--- config.mk ---
export PLATFORM = sky130hd
export DESIGN_NAME = hsiaoDecoder
export DESIGN_NICKNAME = d
export VERILOG_FILES = /design/src/recoveryPkg.sv /design/src/hsiaoDecoder.sv
export SDC_FILE = /design/constraint.sdc
export NUM_CORES = 1
export LEC_CHECK = 0
export BUFFER_PORTS_ARGS = -buffer_cell sky130_fd_sc_hd__buf_2
export CAP_MARGIN = 25
export CELL_PAD_IN_SITES_DETAIL_PLACEMENT = 2
export CELL_PAD_IN_SITES_GLOBAL_PLACEMENT = 2
export CORE_MARGIN = 4
export CORE_UTILIZATION = 26
export DETAILED_ROUTE_END_ITERATION = 16
export PLACE_DENSITY = 0.87
export SETUP_SLACK_MARGIN = 0.3
export SYNTH_ARGS = -nofsm -noshare
export SYNTH_HDL_FRONTEND = slang
export SYNTH_SLANG_ARGS = --single-unit
export TNS_END_PERCENT = 20
--- constraint.sdc ---
create_clock -name vclk -period 2.7
set_input_delay 0.135 -clock vclk [all_inputs]
set_output_delay 0.135 -clock vclk [all_outputs]
set_load 0.01 [all_outputs]
--- src/recoveryPkg.sv ---
//********************
// Widths, Hsiao column table and port types for the ECC register file
// The data width is fixed at 32 bits with a 7-bit Hsiao SECDED code
// Address fields are sized for MaxAddrWidth and only the low bits are used
//********************

package recoveryPkg;

  localparam int unsigned DataWidth    = 32;
  localparam int unsigned ParityWidth  = 7;
  localparam int unsigned CodeWidth    = DataWidth + ParityWidth;
  localparam int unsigned MaxAddrWidth = 8;

  // Parity-check column of each data bit, all of weight three
  // Check bits own the unit columns, so every column here is distinct from them
  localparam logic [ParityWidth-1:0] HsiaoColumns [DataWidth] = '{
    7'h07, 7'h0B, 7'h13, 7'h23, 7'h43, 7'h0D, 7'h15, 7'h25,  // Bits 0 to 7
    7'h45, 7'h19, 7'h29, 7'h49, 7'h31, 7'h51, 7'h61, 7'h0E,  // Bits 8 to 15
    7'h16, 7'h26, 7'h46, 7'h1A, 7'h2A, 7'h4A, 7'h32, 7'h52,  // Bits 16 to 23
    7'h62, 7'h1C, 7'h2C, 7'h4C, 7'h34, 7'h54, 7'h64, 7'h38   // Bits 24 to 31
  };

  typedef struct packed {
    logic [ParityWidth-1:0] parity;
    logic [DataWidth-1:0]   data;
  } codeFields_t;

  // A stored word seen either as one raw vector or as its parity and data fields
  typedef union packed {
    logic [CodeWidth-1:0] raw;
    codeFields_t          fields;
  } codeword_t;

  typedef struct packed {
    logic                    we;
    logic [MaxAddrWidth-1:0] waddr;
    logic [DataWidth-1:0]    wdata;
  } rfWrite_t;

  typedef struct packed {
    logic                    inject;
    logic [MaxAddrWidth-1:0] addr;
    logic [CodeWidth-1:0]    mask;
  } rfInject_t;

endpackage

--- src/hsiaoDecoder.sv ---
//********************
// Hsiao SECDED decoder with single-bit correction
// Double errors are flagged and the data passes through uncorrected
// Some triple errors alias to single errors and are not detected as such
//********************

`timescale 1ns/100ps

module hsiaoDecoder (
  input  recoveryPkg::codeword_t            code_i,
  output logic [recoveryPkg::DataWidth-1:0] data_o,
  output logic                              single_o,
  output logic                              double_o
);

  import recoveryPkg::*;

  logic [DataWidth-1:0]   rawData;
  logic [ParityWidth-1:0] rawParity;
  logic [ParityWidth-1:0] calcParity;
  logic [ParityWidth-1:0] syndrome;
  logic [DataWidth-1:0]   flipMask;
  logic                   synNonZero;
  logic                   synOdd;

  assign rawData   = code_i.raw[DataWidth-1:0];
  assign rawParity = code_i.raw[CodeWidth-1:DataWidth];

  // Same parity tree as the encoder, built from the shared column table
  always_comb begin
    calcParity = '0;
    for (int d = 0; d < DataWidth; d++) begin
      calcParity = calcParity ^ (HsiaoColumns[d] & {ParityWidth{rawData[d]}});
    end
  end

  assign syndrome = calcParity ^ rawParity;

  // A syndrome equal to a data column points at the failing data bit
  // A unit syndrome matches no column since the error is in a check bit
  always_comb begin
    for (int d = 0; d < DataWidth; d++) begin
      flipMask[d] = (syndrome == HsiaoColumns[d]);
    end
  end

  assign synNonZero = |syndrome;
  assign synOdd     = ^syndrome;

  // Odd weight marks one flipped bit, even nonzero weight marks two
  assign single_o = synNonZero & synOdd;
  assign double_o = synNonZero & ~synOdd;

  assign data_o = single_o ? (rawData ^ flipMask) : rawData;

endmodule

==> out/summary.txt <==
Most common cell on crit path - xnor2_2
pin count of the biggest net entering global routing - 15
full die area - 7460 µm²
Starting Density - 0.268
Die Y - 86.4 µm
Sw Share - 0.545
drt wl/cell - 26.5 µm
Compound-Gate Fraction of Synth Area - 0.0478
design internal power - 1.78 mW
CP Cell Sequence - buf_6 > xnor3_2 > xnor3_1 > xnor2_2 > xnor2_2 > ha_4 > xor2_2 > xnor2_2 > buf_4 > nor2_2 > nand2_1 > nor3b_2 > xor2_1 > buf_2
Slowest cell on crit path - xnor3_2
Routed Antenna Nets - 0
sequential power share - 0
GR met3 Demand/Resource - 0.0190
Critical Path AT - 3.19 ns
first-pass GRT wire length - 13.1 mm
initial antenna violation count - 0
CLK BUF - 0
number of global-route vias before repair - 2165
fin crit share - 1.23
area share of xor/xnor cells in the synthesized design - 0.665
post-DP HPWL - 6.94 mm
Seq/Total Area, Yosys - 0
logic gate share of total power - 1.000
Tot GR Track Use - 0.237
core region area - 5960 µm²
outcome - complete, but fails checks
filler instances - 630
total number of vias - 1904
PortBufs - 73
worst-path maximum fanout - 4
Hold Buf Count CTS - 0
final hold slack - 0.583 ns
violations in the final reports - setup timing
multiplexer area fraction after synthesis - 0.0141
Placer Congestion - 0.947
CP endpoint kind - primary output
area grow syn2layout - 79.2%
Avg Synthesized Cell Area - 9.34 µm²
# IOs - 73
Die W - 86.4 µm
TNS Setup - -16.31 ns
CP Launch Type - input pin
Initial DRT Pass Iterations - 4
met2 Resource Use GR - 0.469
Layout Utilization - 0.480
Slew @ Worst Pin - 0.695 ns
worst hold path class - input pin to primary output
# nets final - 351
total power - 3.91 mW
final worst slack - -0.624 ns
Post-route DRC - 0
GRT Residual Overflow - 0
Slew HR - 0.527
largest family of logic cells by synthesized area - XOR/XNOR gates
antenna diode count - 0
clock power share - 0
Initial DRC Count - 89
YS warnings - 0
seq_cells - 0
Post-Syn Nets - 217
final hold violations - 0
share of cells above drive strength 1 - 0.634
most common cell after layout, fill and taps aside - buf_2
net switching power - 2.13 mW
mapped cell area - 1600 µm²
Vias/cell - 5.04
routed wire length - 10.0 mm
RSZ-0062 raised after global routing - yes
Synth Area in Simple Gates - 0.194
setup violators final - 34
Register Area - 0 µm²
slowest stage delay, CP - 0.41 ns
final slew viol count - 0
Mapped Cells - 171
Yosys cell types - 33
post-synthesis adder-cell area fraction - 0.0549
CP Data Required Time - 2.57 ns
P_leak - 1.39 nW
GRT met1 Usage - 0.261
critical path endpoint - data_o[27]
peak supply drop - 1.64 mV
P per Cell Area - 1370 nW/µm²
fmax - 301 MHz
max-cap violations - 0
worst setup path start - code_i[24]
Crit Path Class - input pin to primary output
worst slack, placed - -0.741 ns
# rows - 28
Tmin final - 3.32 ns
most crowded layer after global routing - met2
most frequent cells in the layout - buf_2 (70), buf_4 (60), xnor2_1 (37), xor2_1 (21), xnor2_2 (18)
[per-layer routing]
layer	wire, µm	vias to the layer above
met5	0	-
met4	318	0
met3	400	16
met2	5500	71
met1	3810	971
li1	-	846
[power by group through the flow]
| stage | Sequential, mW | Combinational (mW) | Clock (mW) |
|---|---|---|---|
| 4_1_cts | 0 | 3.21 | 0 |
| 2_1_floorplan | 0 | 1.62 | 0 |
| 3_3_place_gp | 0 | 2.69 | 0 |
| 5_1_grt | 0 | 4.11 | 0 |
| 6_report | 0 | 3.91 | 0 |
| 3_5_place_dp | 0 | 2.84 | 0 |
[cell families after synthesis]
kind of cell,Yosys count
simple gates,50
xor+xnor,97
compound gates,8
buf+inv,8
mux,1
fa+ha+maj,7
[cells in the mapped netlist, drive strengths merged]
cell type / n / area, µm²
clkbuf: 3 / 12.5
o21ai: 1 / 5.00
a21oi: 1 / 5.00
a211oi: 2 / 15.0
xnor2: 56 / 513
and3: 4 / 25.0
mux2i: 1 / 22.5
nand3b: 1 / 7.51
or2: 1 / 8.76
or3b: 1 / 11.3
nand3: 10 / 50.1
and4bb: 2 / 25.0
nor2: 5 / 18.8
buf: 1 / 11.3
nor3b: 2 / 25.0
a21boi: 1 / 18.8
and2: 3 / 18.8
xor2: 28 / 253
nand4: 7 / 43.8
a2111oi: 1 / 15.0
and4: 3 / 28.8
nor2b: 1 / 6.26
ha: 7 / 87.6
xnor3: 13 / 297
a311oi: 2 / 17.5
inv: 4 / 15.0
nand2b: 1 / 6.26
nand2: 9 / 33.8
[final cells by class]
type                       instances  area (µm²)  share of cell area
inverter                           4        15.0             0.00525
multi-input combinational        163        1870               0.654
tap                               75        93.8              0.0328
timing repair buffer             136         881               0.308
[critical path: cells and delay by family]
| kind | cells | cell delay, ns |
|---|---|---|
| buf+inv | 3 | 0.43 |
| simple gates | 3 | 0.64 |
| xor+xnor | 7 | 1.73 |
| fa+ha+maj | 1 | 0.24 |
[how the worst min path moves through the flow]
| stage | startpoint | endpoint | slack [ns] | cells past startpoint |
|---|---|---|---|---|
| final | code_i[15] | data_o[15] | 0.58 | 3 |
| after global routing | code_i[15] | data_o[15] | 0.61 | 3 |
| after CTS | code_i[15] | data_o[15] | 0.59 | 3 |
| after detailed placement | code_i[15] | data_o[15] | 0.59 | 3 |
| after global placement | code_i[15] | data_o[15] | 0.59 | 3 |
| after floorplan | code_i[29] | data_o[29] | 0.33 | 1 |
[stage by stage]
| step | area, µm² | std cells |
|---|---|---|
| finish | 2860 | 378 |
| detailed placement | 2470 | 368 |
| floorplan | 1630 | 171 |
| global placement | 2470 | 368 |
| CTS | 2650 | 371 |
| global route | 2860 | 378 |
[repair_timing]
action | in CTS | in global routing
pin swaps | 20 | 9
endpoints found under the setup margin | 34 | 34
gates resized for setup | 30 | 22
setup buffers | 3 | 7
cloned | 0 | 0
Note: power is estimated with default switching activity, not from simulation.
